`src/design/gesture_pkg.sv`:
```
// Shared register map, FSM states and reset values for the gesture detector
// Register offsets are word indices taken from HADDR[7:2]
package gesture_pkg;

    // AHB register word offsets
    typedef enum logic [5:0] {
        REG_RESULT    = 6'd0,
        REG_MODE      = 6'd1,
        REG_RGB_THR   = 6'd2,
        REG_CRCB_WIN  = 6'd3,
        REG_FRAME_CNT = 6'd4
    } reg_addr_e;

    // Frame sequencing states
    typedef enum logic [1:0] {
        ST_IDLE,
        ST_COLLECT,
        ST_CLASSIFY,
        ST_REPORT
    } fsm_state_e;

    // Pixel word, Y/Cb/Cr or R/G/B from high byte to low byte
    localparam int PIX_W = 24;

    // Completed-frame counter, wraps at 256
    localparam int FRAME_CNT_W = 8;

    // One bit per quadrant
    localparam int GESTURE_W = 4;

    localparam logic [7:0] RGB_THR_RESET = 8'd70;

    // Cr max, Cr min, Cb max, Cb min from high byte to low byte
    localparam logic [31:0] CRCB_WIN_RESET = 32'hFF00_FF00;

endpackage

```
`src/design/gesture_regs.sv`:
```
// AHB-Lite register slave, zero wait states and always OKAY
// HSIZE and HPROT are ignored, every access is treated as a 32-bit word
`timescale 1ns/1ps

module gesture_regs
    import gesture_pkg::*;
(
    input  logic                   HCLK,
    input  logic                   HRESETn,
    input  logic                   HSEL,
    input  logic [31:0]            HADDR,
    input  logic [1:0]             HTRANS,
    input  logic [2:0]             HSIZE,
    input  logic [3:0]             HPROT,
    input  logic                   HWRITE,
    input  logic [31:0]            HWDATA,
    input  logic                   HREADY,
    input  logic [GESTURE_W-1:0]   gesture,
    input  logic                   result_valid,
    input  logic [FRAME_CNT_W-1:0] frame_count,
    output logic                   HREADYOUT,
    output logic [31:0]            HRDATA,
    output logic                   HRESP,
    output logic                   bin_mode,
    output logic [7:0]             rgb_thr,
    output logic [31:0]            crcb_win
);

    logic                 accept;
    reg_addr_e            addr_q;
    logic                 write_q;
    logic [GESTURE_W-1:0] result_q;

    assign HREADYOUT = 1'b1;                              // No wait states
    assign HRESP     = 1'b0;                              // Always OKAY

    // NONSEQ or SEQ with the bus ready
    assign accept = HSEL & HTRANS[1] & HREADY;

    // Address phase capture
    always_ff @(posedge HCLK or negedge HRESETn) begin
        if (!HRESETn) begin
            addr_q  <= REG_RESULT;
            write_q <= 1'b0;
        end else begin
            write_q <= accept & HWRITE;                   // One-cycle data phase
            if (accept) begin
                addr_q <= reg_addr_e'(HADDR[7:2]);
            end
        end
    end

    // Control registers, written at the end of the data phase
    always_ff @(posedge HCLK or negedge HRESETn) begin
        if (!HRESETn) begin
            bin_mode <= 1'b0;
            rgb_thr  <= RGB_THR_RESET;
            crcb_win <= CRCB_WIN_RESET;
        end else if (write_q) begin
            case (addr_q)
                REG_MODE:     bin_mode <= HWDATA[0];
                REG_RGB_THR:  rgb_thr  <= HWDATA[7:0];
                REG_CRCB_WIN: crcb_win <= HWDATA;
                default: ;                                // RO and unmapped
            endcase
        end
    end

    // Gesture latched when the FSM reports
    always_ff @(posedge HCLK or negedge HRESETn) begin
        if (!HRESETn) begin
            result_q <= '0;
        end else if (result_valid) begin
            result_q <= gesture;
        end
    end

    // Read data from the captured offset
    always_comb begin
        case (addr_q)
            REG_RESULT:    HRDATA = {{(32-GESTURE_W){1'b0}}, result_q};
            REG_MODE:      HRDATA = {31'b0, bin_mode};
            REG_RGB_THR:   HRDATA = {24'b0, rgb_thr};
            REG_CRCB_WIN:  HRDATA = crcb_win;
            REG_FRAME_CNT: HRDATA = {{(32-FRAME_CNT_W){1'b0}}, frame_count};
            default:       HRDATA = 32'b0;
        endcase
    end

    // Whatever the classifier hands over must stay a valid gesture code
    a_result_onehot0: assert property (
        @(posedge HCLK) disable iff (!HRESETn)
        $onehot0(result_q)
    );

endmodule

```
`src/design/pixel_binarizer.sv`:
```
// Foreground decision per pixel with one cycle of latency
// Mode 0 tests Cb and Cr windows, mode 1 tests the red byte
`timescale 1ns/1ps

module pixel_binarizer
    import gesture_pkg::*;
(
    input  logic             HCLK,
    input  logic             HRESETn,
    input  logic             pix_valid,
    input  logic [PIX_W-1:0] pix_data,
    input  logic             bin_mode,
    input  logic [7:0]       rgb_thr,
    input  logic [31:0]      crcb_win,
    output logic             bin_valid,
    output logic             bin_fg
);

    logic [7:0] red;
    logic [7:0] cb;
    logic [7:0] cr;
    logic       cb_in;
    logic       cr_in;
    logic       fg;

    assign red = pix_data[23:16];                         // R in RGB mode
    assign cb  = pix_data[15:8];
    assign cr  = pix_data[7:0];

    // Inclusive window bounds
    assign cb_in = (cb >= crcb_win[7:0])   && (cb <= crcb_win[15:8]);
    assign cr_in = (cr >= crcb_win[23:16]) && (cr <= crcb_win[31:24]);

    assign fg = bin_mode ? (red >= rgb_thr) : (cb_in && cr_in);

    always_ff @(posedge HCLK or negedge HRESETn) begin
        if (!HRESETn) begin
            bin_valid <= 1'b0;
            bin_fg    <= 1'b0;
        end else begin
            bin_valid <= pix_valid;
            bin_fg    <= fg;
        end
    end

endmodule

```
`src/design/pixel_counter.sv`:
```
// Raster position and completed-frame counter
// clear resets the position only, frame_count runs on across frame_sync
`timescale 1ns/1ps

module pixel_counter
    import gesture_pkg::*;
#(
    parameter int FRAME_W = 16,
    parameter int FRAME_H = 12
) (
    input  logic                       HCLK,
    input  logic                       HRESETn,
    input  logic                       clear,
    input  logic                       bin_valid,
    output logic [$clog2(FRAME_W)-1:0] pix_x,
    output logic [$clog2(FRAME_H)-1:0] pix_y,
    output logic                       frame_done,
    output logic [FRAME_CNT_W-1:0]     frame_count
);

    localparam int X_W = $clog2(FRAME_W);
    localparam int Y_W = $clog2(FRAME_H);
    localparam logic [X_W-1:0] X_LAST = X_W'(FRAME_W - 1);
    localparam logic [Y_W-1:0] Y_LAST = Y_W'(FRAME_H - 1);

    logic last_x;
    logic last_y;

    assign last_x = (pix_x == X_LAST);
    assign last_y = (pix_y == Y_LAST);

    // A pixel landing together with clear belongs to the aborted frame
    assign frame_done = bin_valid & last_x & last_y & ~clear;

    always_ff @(posedge HCLK or negedge HRESETn) begin
        if (!HRESETn) begin
            pix_x <= '0;
            pix_y <= '0;
        end else if (clear) begin
            pix_x <= '0;
            pix_y <= '0;
        end else if (bin_valid) begin
            if (last_x) begin
                pix_x <= '0;
                pix_y <= last_y ? '0 : pix_y + 1'b1;     // Wrap at frame end
            end else begin
                pix_x <= pix_x + 1'b1;
            end
        end
    end

    always_ff @(posedge HCLK or negedge HRESETn) begin
        if (!HRESETn) begin
            frame_count <= '0;
        end else if (frame_done) begin
            frame_count <= frame_count + 1'b1;            // Modulo 256
        end
    end

    a_x_in_range: assert property (
        @(posedge HCLK) disable iff (!HRESETn)
        pix_x <= X_LAST
    );

endmodule

```
`src/design/frame_fsm.sv`:
```
// Frame sequencer, IDLE -> COLLECT -> CLASSIFY -> REPORT -> IDLE
// frame_sync restarts collection from any state
`timescale 1ns/1ps

module frame_fsm
    import gesture_pkg::*;
(
    input  logic HCLK,
    input  logic HRESETn,
    input  logic frame_sync,
    input  logic frame_done,
    output logic clear,
    output logic classify,
    output logic result_valid
);

    fsm_state_e state;
    fsm_state_e state_nxt;

    always_comb begin
        state_nxt = state;
        case (state)
            ST_IDLE:     state_nxt = ST_IDLE;
            ST_COLLECT:  if (frame_done) state_nxt = ST_CLASSIFY;
            ST_CLASSIFY: state_nxt = ST_REPORT;           // One cycle for argmax
            ST_REPORT:   state_nxt = ST_IDLE;
            default:     state_nxt = ST_IDLE;
        endcase
        if (frame_sync) begin
            state_nxt = ST_COLLECT;                       // Aborts a partial frame
        end
    end

    always_ff @(posedge HCLK or negedge HRESETn) begin
        if (!HRESETn) begin
            state <= ST_IDLE;
        end else begin
            state <= state_nxt;
        end
    end

    // Same cycle as frame_sync, so the first pixel after it is counted
    assign clear        = frame_sync;
    assign classify     = (state == ST_CLASSIFY);
    assign result_valid = (state == ST_REPORT);

    a_single_report: assert property (
        @(posedge HCLK) disable iff (!HRESETn)
        result_valid |=> !result_valid
    );

endmodule

```
`src/design/quadrant_classifier.sv`:
```
// Foreground counts per quadrant and argmax to a one-hot gesture
// Ties go to the lower quadrant index, an empty frame gives zero
`timescale 1ns/1ps

module quadrant_classifier
    import gesture_pkg::*;
#(
    parameter int FRAME_W = 16,
    parameter int FRAME_H = 12
) (
    input  logic                       HCLK,
    input  logic                       HRESETn,
    input  logic                       clear,
    input  logic                       classify,
    input  logic                       bin_valid,
    input  logic                       bin_fg,
    input  logic [$clog2(FRAME_W)-1:0] pix_x,
    input  logic [$clog2(FRAME_H)-1:0] pix_y,
    output logic [GESTURE_W-1:0]       gesture
);

    localparam int X_W   = $clog2(FRAME_W);
    localparam int Y_W   = $clog2(FRAME_H);
    localparam int CNT_W = $clog2(FRAME_W * FRAME_H / 4 + 1);  // Holds a full quadrant
    localparam logic [X_W-1:0] X_HALF = X_W'(FRAME_W / 2);
    localparam logic [Y_W-1:0] Y_HALF = Y_W'(FRAME_H / 2);

    logic [CNT_W-1:0]     acc [GESTURE_W];
    logic [1:0]           quad;
    logic [1:0]           best_idx;
    logic [CNT_W-1:0]     best_cnt;
    logic [GESTURE_W-1:0] gesture_nxt;

    // Bit 1 bottom half, bit 0 right half
    assign quad = {pix_y >= Y_HALF, pix_x >= X_HALF};

    always_ff @(posedge HCLK or negedge HRESETn) begin
        if (!HRESETn) begin
            for (int i = 0; i < GESTURE_W; i++) begin
                acc[i] <= '0;
            end
        end else if (clear) begin
            for (int i = 0; i < GESTURE_W; i++) begin
                acc[i] <= '0;
            end
        end else if (bin_valid && bin_fg) begin
            acc[quad] <= acc[quad] + 1'b1;
        end
    end

    // Strict compare keeps the lower index on a tie
    always_comb begin
        best_idx = 2'd0;
        best_cnt = acc[0];
        for (int i = 1; i < GESTURE_W; i++) begin
            if (acc[i] > best_cnt) begin
                best_idx = 2'(i);
                best_cnt = acc[i];
            end
        end
    end

    assign gesture_nxt = (best_cnt == '0) ? '0 : (GESTURE_W'(1) << best_idx);

    always_ff @(posedge HCLK or negedge HRESETn) begin
        if (!HRESETn) begin
            gesture <= '0;
        end else if (classify) begin
            gesture <= gesture_nxt;                       // Held until next frame
        end
    end

    a_gesture_onehot0: assert property (
        @(posedge HCLK) disable iff (!HRESETn)
        classify |=> $onehot0(gesture)
    );

endmodule

```
`src/design/gesture_top.sv`:
```
// Gesture detector with AHB-Lite registers, single HCLK domain
// FRAME_W and FRAME_H must be even, pixels arrive already synchronous
`timescale 1ns/1ps

module gesture_top
    import gesture_pkg::*;
#(
    parameter int FRAME_W = 16,
    parameter int FRAME_H = 12
) (
    input  logic             HCLK,
    input  logic             HRESETn,
    input  logic             HSEL,
    input  logic [31:0]      HADDR,
    input  logic [1:0]       HTRANS,
    input  logic [2:0]       HSIZE,
    input  logic [3:0]       HPROT,
    input  logic             HWRITE,
    input  logic [31:0]      HWDATA,
    input  logic             HREADY,
    output logic             HREADYOUT,
    output logic [31:0]      HRDATA,
    output logic             HRESP,
    input  logic             frame_sync,
    input  logic             pix_valid,
    input  logic [PIX_W-1:0] pix_data,
    output logic             result_valid
);

    logic                       bin_mode;
    logic [7:0]                 rgb_thr;
    logic [31:0]                crcb_win;
    logic                       bin_valid;
    logic                       bin_fg;
    logic [$clog2(FRAME_W)-1:0] pix_x;
    logic [$clog2(FRAME_H)-1:0] pix_y;
    logic                       frame_done;
    logic [FRAME_CNT_W-1:0]     frame_count;
    logic                       clear;
    logic                       classify;
    logic [GESTURE_W-1:0]       gesture;

    gesture_regs u_regs (
        .HCLK         (HCLK),
        .HRESETn      (HRESETn),
        .HSEL         (HSEL),
        .HADDR        (HADDR),
        .HTRANS       (HTRANS),
        .HSIZE        (HSIZE),
        .HPROT        (HPROT),
        .HWRITE       (HWRITE),
        .HWDATA       (HWDATA),
        .HREADY       (HREADY),
        .gesture      (gesture),
        .result_valid (result_valid),
        .frame_count  (frame_count),
        .HREADYOUT    (HREADYOUT),
        .HRDATA       (HRDATA),
        .HRESP        (HRESP),
        .bin_mode     (bin_mode),
        .rgb_thr      (rgb_thr),
        .crcb_win     (crcb_win)
    );

    pixel_binarizer u_binarizer (
        .HCLK      (HCLK),
        .HRESETn   (HRESETn),
        .pix_valid (pix_valid),
        .pix_data  (pix_data),
        .bin_mode  (bin_mode),
        .rgb_thr   (rgb_thr),
        .crcb_win  (crcb_win),
        .bin_valid (bin_valid),
        .bin_fg    (bin_fg)
    );

    pixel_counter #(
        .FRAME_W (FRAME_W),
        .FRAME_H (FRAME_H)
    ) u_counter (
        .HCLK        (HCLK),
        .HRESETn     (HRESETn),
        .clear       (clear),
        .bin_valid   (bin_valid),
        .pix_x       (pix_x),
        .pix_y       (pix_y),
        .frame_done  (frame_done),
        .frame_count (frame_count)
    );

    frame_fsm u_fsm (
        .HCLK         (HCLK),
        .HRESETn      (HRESETn),
        .frame_sync   (frame_sync),
        .frame_done   (frame_done),
        .clear        (clear),
        .classify     (classify),
        .result_valid (result_valid)
    );

    quadrant_classifier #(
        .FRAME_W (FRAME_W),
        .FRAME_H (FRAME_H)
    ) u_classifier (
        .HCLK      (HCLK),
        .HRESETn   (HRESETn),
        .clear     (clear),
        .classify  (classify),
        .bin_valid (bin_valid),
        .bin_fg    (bin_fg),
        .pix_x     (pix_x),
        .pix_y     (pix_y),
        .gesture   (gesture)
    );

endmodule

```
`config.mk`:
```
export PLATFORM = sky130hd
export DESIGN_NAME = gesture_top
export DESIGN_NICKNAME = d
export VERILOG_FILES = /design/src/design/gesture_pkg.sv /design/src/design/gesture_regs.sv /design/src/design/pixel_binarizer.sv /design/src/design/pixel_counter.sv /design/src/design/frame_fsm.sv /design/src/design/quadrant_classifier.sv /design/src/design/gesture_top.sv
export SDC_FILE = /design/constraint.sdc
export NUM_CORES = 1
export LEC_CHECK = 0
export ABC_AREA = 1
export BUFFER_PORTS_ARGS = -buffer_cell sky130_fd_sc_hd__buf_2
export CORE_MARGIN = 1
export CORE_UTILIZATION = 60
export CTS_CLUSTER_SIZE = 10
export DETAILED_ROUTE_END_ITERATION = 10
export GPL_ROUTABILITY_DRIVEN = 0
export HOLD_SLACK_MARGIN = 0.06
export PLACE_DENSITY = 0.91
export SLEW_MARGIN = 20
export SYNTH_ARGS = -nofsm -noshare
export SYNTH_HDL_FRONTEND = slang
export SYNTH_SLANG_ARGS = --single-unit
```
`constraint.sdc`:
```
create_clock -name HCLK -period 8.7 [get_ports HCLK]
set_input_delay 1.74 -clock HCLK [delete_from_list [all_inputs] [get_ports HCLK]]
set_output_delay 1.74 -clock HCLK [all_outputs]
set_load 0.02 [all_outputs]
```
==> metrics.txt, run 1 <==
Antenna Nets Post-Route=0; RSZ-0062 raised after global routing=no; CTS resizes=0; # rows=37; Tightest Pin Transition=0.836 ns; core area=around 0.010 mm^2; endpoints failing hold=0; GRT overflow=0; HPWL Detailed=11200 um; drt pass-1 iters=5; Synth area leaders=dfrtp_1, ha_1, dfstp_2; status=finished, final reports clean; fmax=226 MHz; flop2flop setup slack=4.28 ns; DIE AREA=about 0.011 mm^2; Setup TNS=0 ns; pwr/cell area=between 150 and 200 mW/mm^2; largest family of logic cells by synthesized area=simple AND/OR/NAND/NOR gates; starting density of the core=0.622; multiplexer share of the synthesized area=0.0140; Worst Hold End=u_regs.crcb_win[1]; number of max-cap violations=0; Gate Count Post-Synth=782; min cycle time layout=between 4 and 5 ns; Hold Buf Count CTS=0; Root Driver=clkbuf_8; top-count cell post-synth=nand2_1; first-pass GRT wire length=24700 um; share of cells above drive strength 1=0.226; sequential fraction of the synthesis area=0.392; clock skew=roughly 0.014 ns; WHS=between 0.4 and 0.5 ns; routed wl met3=about 1100 um; flip-flop and latch count after synthesis=100; height of the die=106 um; Max Root-Sink Buffers=2; WP data arrival=~4.7 ns; Post-Route WL=around 15000 um; number of port buffers=just over 100; area fraction in compound gates after synthesis=0.149; gr usage total=0.278; Setup violations, final=0; CP endpoint kind=flip-flop; CTS tree=yes; ys flop type=dfrtp_1; I/O pins=139; filler instances=831; Synth Area in XOR/XNOR=0.0136; worst hold path class=flip-flop to flip-flop; Post-Syn Area=0.00645 mm^2; final period utilization=0.508; clk slew on worst S/H paths=roughly 0.10 ns; EDFF count, synth=0; clk sinks=100; worst hold path depth=2; R2R depth=27; Reg2Reg Launch Point=u_classifier.acc[17]; max-slew violations=0; vias in the first global route=5367; top cells by count, synth=nand2_1, inv_1, nor2_1; CTS buffer count=9; clk_lat worst skew=about 0.38 ns; simple-gate share of the synthesized area=0.206; Syn. warnings=0; CP Class=flip-flop to flip-flop; largest net degree at the start of global routing=68; Die W=approximately 110 um; worst endpoint required time=~9 ns; async set-reset flop share out of synthesis=1.00; initial antenna violation count=0; H-tree Lvls=3; net count after synthesis=roughly 950; postcts setup bufs=0; Synth area leader=dfrtp_1; Post-route DRC=0; Avg WL per Cell=14.4 um; critical path fanouts, max=9; M1 wire length=6210 um; fin nets=1055; area share of the largest cell type after synthesis=0.314; vias per cell=5.46; Static Leak=3.97 nW; critical path startpoint category=flip-flop; HP Start=u_regs.crcb_win[1]; ANT cells=0; top routing layer used=met4; adder and majority gate portion of the synthesized area=0.132; Unique masters post-synth=44; met2 WL=7150 um; FF-to-FF End=u_classifier.gesture[0]; Worst slew margin=0.443; syn_area_per_cell=approximately 8.2 um^2; via count=around 5600; drt first-iter violations=379; Peak VDD IR=0.105 mV; Layout area overhead=12.2%
-- final cells by class --
| class | instances | area, um^2 | share of cell area |
|---|---|---|---|
| Sequential cell | 100 | 2530 | 0.349 |
| Clock buffer | 9 | 124 | 0.0171 |
| Inverter | 131 | 492 | 0.0680 |
| Multi-Input combinational cell | 538 | 3330 | 0.460 |
| Timing Repair Buffer | 103 | 520 | 0.0720 |
| Clock inverter | 7 | 72.6 | 0.0100 |
| Tap cell | 136 | 170 | 0.0235 |
-- placed cells by master (no fill, tap or decap), types with 4 or more instances in the layout --
| master | netlist | final |
|---|---|---|
| a21oi_2 | 26 | 26 |
| o22ai_1 | 10 | 10 |
| a22oi_1 | 12 | 12 |
| a21oi_1 | 37 | 37 |
| dfstp_2 | 19 | 19 |
| nand3_1 | 37 | 37 |
| nand4_1 | 13 | 13 |
| and2_1 | 4 | 4 |
| ha_1 | 68 | 68 |
| o211ai_1 | 4 | 4 |
| nand2_2 | 6 | 6 |
| dfrtp_1 | 81 | 81 |
| clkbuf_8 | 0 | 9 |
| o21ai_1 | 14 | 14 |
| mux2_2 | 8 | 8 |
| nor2_2 | 6 | 6 |
| nand2_1 | 129 | 129 |
| buf_2 | 4 | 101 |
| o21ai_0 | 36 | 36 |
| inv_1 | 128 | 128 |
| xor2_1 | 8 | 8 |
| nor2_1 | 89 | 89 |
-- worst max path at each step --
stage | endpoint | cells past startpoint | from | slack (ns)
final | u_classifier.gesture[0] | 27 | u_classifier.acc[17] | 4.28
after global routing | u_classifier.gesture[2] | 28 | u_classifier.acc[23] | 3.87
after CTS | u_classifier.gesture[0] | 27 | u_classifier.acc[17] | 4.40
after detailed placement | u_classifier.gesture[0] | 27 | u_classifier.acc[17] | 4.46
after global placement | u_classifier.gesture[0] | 28 | u_classifier.acc[23] | 4.60
after floorplan | u_classifier.gesture[0] | 28 | u_classifier.acc[17] | 5.09
-- registers in the layout, indices dropped and copies added (netlist names) --
name and flops:
u_fsm.state 2, u_binarizer.bin_fg 1, u_counter.pix_y 4, u_classifier.gesture 4
u_regs.rgb_thr 8, u_regs.crcb_win 32, u_regs.addr_q 6, u_binarizer.bin_valid 1
u_classifier.acc 24, u_regs.bin_mode 1, u_regs.write_q 1, u_regs.result_q 4
u_counter.pix_x 4, u_counter.frame_count 8
-- critical path, cell delays in order (launching register included) --
cell and delay [ns]:
dfrtp_1 0.47, ha_1 0.34, nand2_1 0.09, nor2_2 0.12, nand3_1 0.24, nand2_2 0.25
nand2_1 0.08, and2_1 0.15, ha_1 0.30, nand2_1 0.08, nor2_1 0.15, o21ai_0 0.11
nand3_1 0.09, nand2_2 0.13, inv_1 0.19, nand2_1 0.09, nand2_1 0.10, inv_1 0.06
ha_1 0.29, inv_1 0.06, nor2_1 0.03, o21ai_0 0.14, o211ai_1 0.10, nand2_1 0.15
nand3_1 0.14, a21oi_1 0.22, nand3_1 0.11, nand2_1 0.07
-- power by group --
part | internal (mW) | switching, mW
Clock | 0.134 | 0.170
Combinational | 0.109 | 0.180
Sequential | 0.525 | 0.0299
Total | 0.767 | 0.379
-- per-stage QoR --
| stage | worst slack (ns) | power, mW | util | area [um^2] | cells |
|---|---|---|---|---|---|
| detailed placement | 4.46 | 0.848 | 0.678 | 7040 | 1008 |
| global route | 3.87 | 1.22 | 0.697 | 7230 | 1024 |
| global placement | 4.60 | 0.832 | 0.678 | 7040 | 1008 |
| finish | 4.28 | 1.15 | 0.697 | 7230 | 1024 |
| floorplan | 5.09 | 0.758 | - | 6450 | 782 |
| CTS | 4.40 | 1.15 | 0.697 | 7230 | 1024 |
-- layer usage --
layer,track usage,vias to the layer above
li1,-,2767
met1,0.359,2574
met2,0.470,217
met3,0.0575,29
met4,0.0823,0
met5,0,-
-- kinds of logic (layout without fill, tap and decap cells) --
logic type      count (synthesis)  after routing
xor+xnor                       10             10
fa+ha+maj                      68             68
flops                         100            100
simple gates                  298            298
compound gates                152            152
buf+inv                       144            250
mux                             8              8
other cells                     2              2
Power figures use the tool's default switching activity.
==> inputs of run 2 (changes only) <==
--- a/config.mk
+++ b/config.mk
@@ -5,15 +5,15 @@
 export SDC_FILE = /design/constraint.sdc
 export NUM_CORES = 1
 export LEC_CHECK = 0
-export ABC_AREA = 1
+export ABC_AREA = 0
 export BUFFER_PORTS_ARGS = -buffer_cell sky130_fd_sc_hd__buf_2
 export CORE_MARGIN = 1
-export CORE_UTILIZATION = 60
+export CORE_UTILIZATION = 50
 export CTS_CLUSTER_SIZE = 10
 export DETAILED_ROUTE_END_ITERATION = 10
 export GPL_ROUTABILITY_DRIVEN = 0
 export HOLD_SLACK_MARGIN = 0.06
-export PLACE_DENSITY = 0.91
+export PLACE_DENSITY = 0.82
 export SLEW_MARGIN = 20
 export SYNTH_ARGS = -nofsm -noshare
 export SYNTH_HDL_FRONTEND = slang
==> constraint.sdc (replaced) <==
create_clock -name HCLK -period 3.9 [get_ports HCLK]
set_input_delay 0.78 -clock HCLK [delete_from_list [all_inputs] [get_ports HCLK]]
set_output_delay 0.78 -clock HCLK [all_outputs]
set_load 0.02 [all_outputs]
==> run 2 against run 1 <==
- the run now ends with negative setup slack left
- clock power rose to 3.0 times the previous value
- global-route usage fell by 3.8 points
- highest routed layer unchanged
- register-to-register slack got worse by 4.7 ns
- clock skew fell by 0.0019 ns
- area after synthesis fell by 3.6%
- non-clock buffer count rose by 38
- hold slack got worse by 0.094 ns
- first-iteration DRC count rose by 4.2%
- power rose by 120%
==> metrics.txt, run 2 <==
drt first-iter violations=395 (+4.2%); top cells by count, synth=dfrtp_1, ha_1, inv_1; Die W=114 um (+7.4%); violations in the final reports=negative setup slack; sequential fraction of the synthesis area=0.406 (+0.0145); via count=5017 (-10%); vias per cell=5.57 (+2.1%); core area=0.0121 mm^2 (+16%); Post-Syn Area=0.00622 mm^2 (-3.6%); WHS=0.397 ns (-0.0937 ns); Post-Route WL=14800 um (+0.39%); most common cell after layout, fill and taps aside=buf_2; clk slew on worst S/H paths=0.07 ns (-0.03 ns); ANT cells=0 (unchanged); pwr/cell area=327 mW/mm^2 (+110%); commonest cells after routing, fill and taps aside=buf_2, dfrtp_1, ha_1; clk_lat worst skew=0.36 ns (-0.02 ns); busiest grt layer=met2; final period utilization=1.11 (+0.597); min cycle time layout=4.31 ns (-0.109 ns); drt pass-1 iters=7 (+2); flop2flop setup slack=-0.41 ns (-4.69 ns); area of the multi-input gates=0.00359 mm^2 (+7.8%); critical path fanouts, max=7 (-2); met1 GRT Util=0.280 (-0.0787); Synth area leader=dfrtp_1; largest net degree at the start of global routing=57 (-16%); top flop regs=u_regs.crcb_win x32, u_classifier.acc x24; post-layout instance area=0.00768 mm^2 (+6.2%); met2 Use GR=0.425 (-0.0453); HPWL Detailed=11100 um (-0.19%); status=finished with violations; CP Class=flip-flop to flip-flop; Peak VDD IR=0.158 mV (+51%); clock skew=0.0116 ns (-0.00189 ns); Synth area leaders=dfrtp_1, ha_1, mux2_2; Setup violations, final=4 (+4); CTS tree=yes; met3 Use GR=0.0425 (-0.0150); syn_area_per_cell=10.5 um^2 (+27%); Root Driver=clkbuf_16; number of max-cap violations=0 (unchanged); Unique masters post-synth=58 (+32%); FF+latch area=0.00253 mm^2 (unchanged); RSZ-0062 raised after global routing=yes; fin util=0.637 (-0.0604); Worst slew margin=0.620 (+0.177); EDFF count, synth=0 (unchanged); H-tree Lvls=3 (unchanged); dpl ws=-0.464 ns (-4.92 ns); Max Root-Sink Buffers=2 (unchanged); net count after synthesis=764 (-20%); max reg flops=32 (unchanged); Avg WL per Cell=16.4 um (+14%); fin nets=900 (-15%); Post-route DRC=0 (unchanged); starting density of the core=0.515 (-0.106); filler instances=869 (+4.6%); flip-flop and latch count after synthesis=100 (unchanged); CTS buffer count=9 (unchanged); Gate Count Post-Synth=592 (-24%); worst endpoint required time=4.17 ns (-4.84 ns); endpoints failing hold=0 (unchanged); vias in the first global route=5201 (-3.1%); I/O pins=139 (unchanged); Static Leak=3.78 nW (-4.8%); DIE AREA=0.0129 mm^2 (+15%); ys flop type=dfrtp_1; fmax=232 MHz (+2.5%); Tightest Pin Transition=0.570 ns (-0.265 ns); Final WS setup=-0.411 ns (-4.69 ns); gr usage total=0.240 (-0.0382); GRT overflow=0 (unchanged); # rows=40 (+8.1%); top-count cell post-synth=dfrtp_1; CP endpoint kind=flip-flop; height of the die=114 um (+7.4%); max-slew violations=0 (unchanged); clk sinks=100 (unchanged); area share of the largest cell type after synthesis=0.326 (+0.0116); Syn. warnings=0 (unchanged); WP data arrival=4.58 ns (-0.15 ns); first-pass GRT wire length=24100 um (-2.3%); dpl cell area=0.00719 mm^2 (+2.2%); critical path startpoint category=flip-flop; Most flops, register=u_regs.crcb_win; share of cells above drive strength 1=0.371 (+0.145); async set-reset flop share out of synthesis=1.00 (unchanged); number of port buffers=102 (unchanged); Layout area overhead=23.6%; initial antenna violation count=0 (unchanged); worst hold path class=input port to asynchronous set/reset pin; Antenna Nets Post-Route=0 (unchanged)
## run 2: cells by family after synthesis
kind of cell / synth area share
flops: 0.406
mux: 0.136
compound gates: 0.106
simple gates: 0.139
xor+xnor: 0.0235
other cells: 0.00121
fa+ha+maj: 0.137
buf+inv: 0.0509
## run 2: critical path, stage by stage, from the launching register on
cell and delay (ns):
dfrtp_1 0.39, inv_2 0.07, ha_4 0.21, a21oi_4 0.16
nand2b_4 0.08, o21ai_4 0.38, mux2i_4 0.35, ha_2 0.21
a21oi_2 0.05, nor2b_1 0.18, o21ai_2 0.09, a32oi_4 0.31
mux2_4 0.36, ha_4 0.22, a21o_1 0.16, a21oi_2 0.13
nor2b_2 0.06, o32ai_2 0.24, or4bb_1 0.43, a22oi_2 0.13
## run 2: path summary, 6_finish.rpt
kind	from	endpoint	cells after the start
setup / recovery	u_classifier.acc[23]	u_classifier.gesture[1]	19
hold / removal	HRESETn	u_regs.crcb_win[0]	1
setup reg to reg	u_classifier.acc[23]	u_classifier.gesture[1]	19
hold reg to reg	u_counter.frame_count[7]	u_counter.frame_count[7]	1
max in group asynchronous	HRESETn	u_regs.crcb_win[28]	3
min in group HCLK	u_counter.frame_count[7]	u_counter.frame_count[7]	1
## run 2: what timing repair did
| action | CTS | global route |
|---|---|---|
| pin swaps | 15 | 7 |
| endpoints found under the setup margin | 4 | 4 |
| hold buffers | 0 | 0 |
| resized for setup | 18 | 11 |
| setup buffers | 5 | 1 |
## run 2: power by group
group	switching, mW	leakage (nW)	internal, mW
logic	0.233	2.39	0.209
clock network	0.401	0.136	0.500
registers	0.0627	1.26	1.11
total	0.697	3.78	1.82
## run 2: through the flow
step / setup TNS, ns / instances / total power [mW]
after CTS: -0.931 / 900 / 2.52
final: -1.12 / 901 / 2.51
after detailed placement: -1.23 / 879 / 1.62
after global placement: -0.428 / 878 / 1.58
after floorplan: -0.0841 / 592 / 1.44
after global routing: -1.85 / 901 / 2.62
## run 2: routing by layer
layer  part of all wire  vias up
met5                  0        -
met4              0.033        0
met3              0.054       35
met2               0.51      190
met1               0.40     2433
li1                   -     2359
## run 2: layout make-up
type                            count  share of cell area
Timing Repair Buffer              141               0.108
Inverter                           63              0.0308
Sequential cell                   100               0.329
Multi-Input combinational cell    413               0.467
Clock inverter                      5             0.00814
Clock buffer                       11              0.0303
Tap cell                          168              0.0274
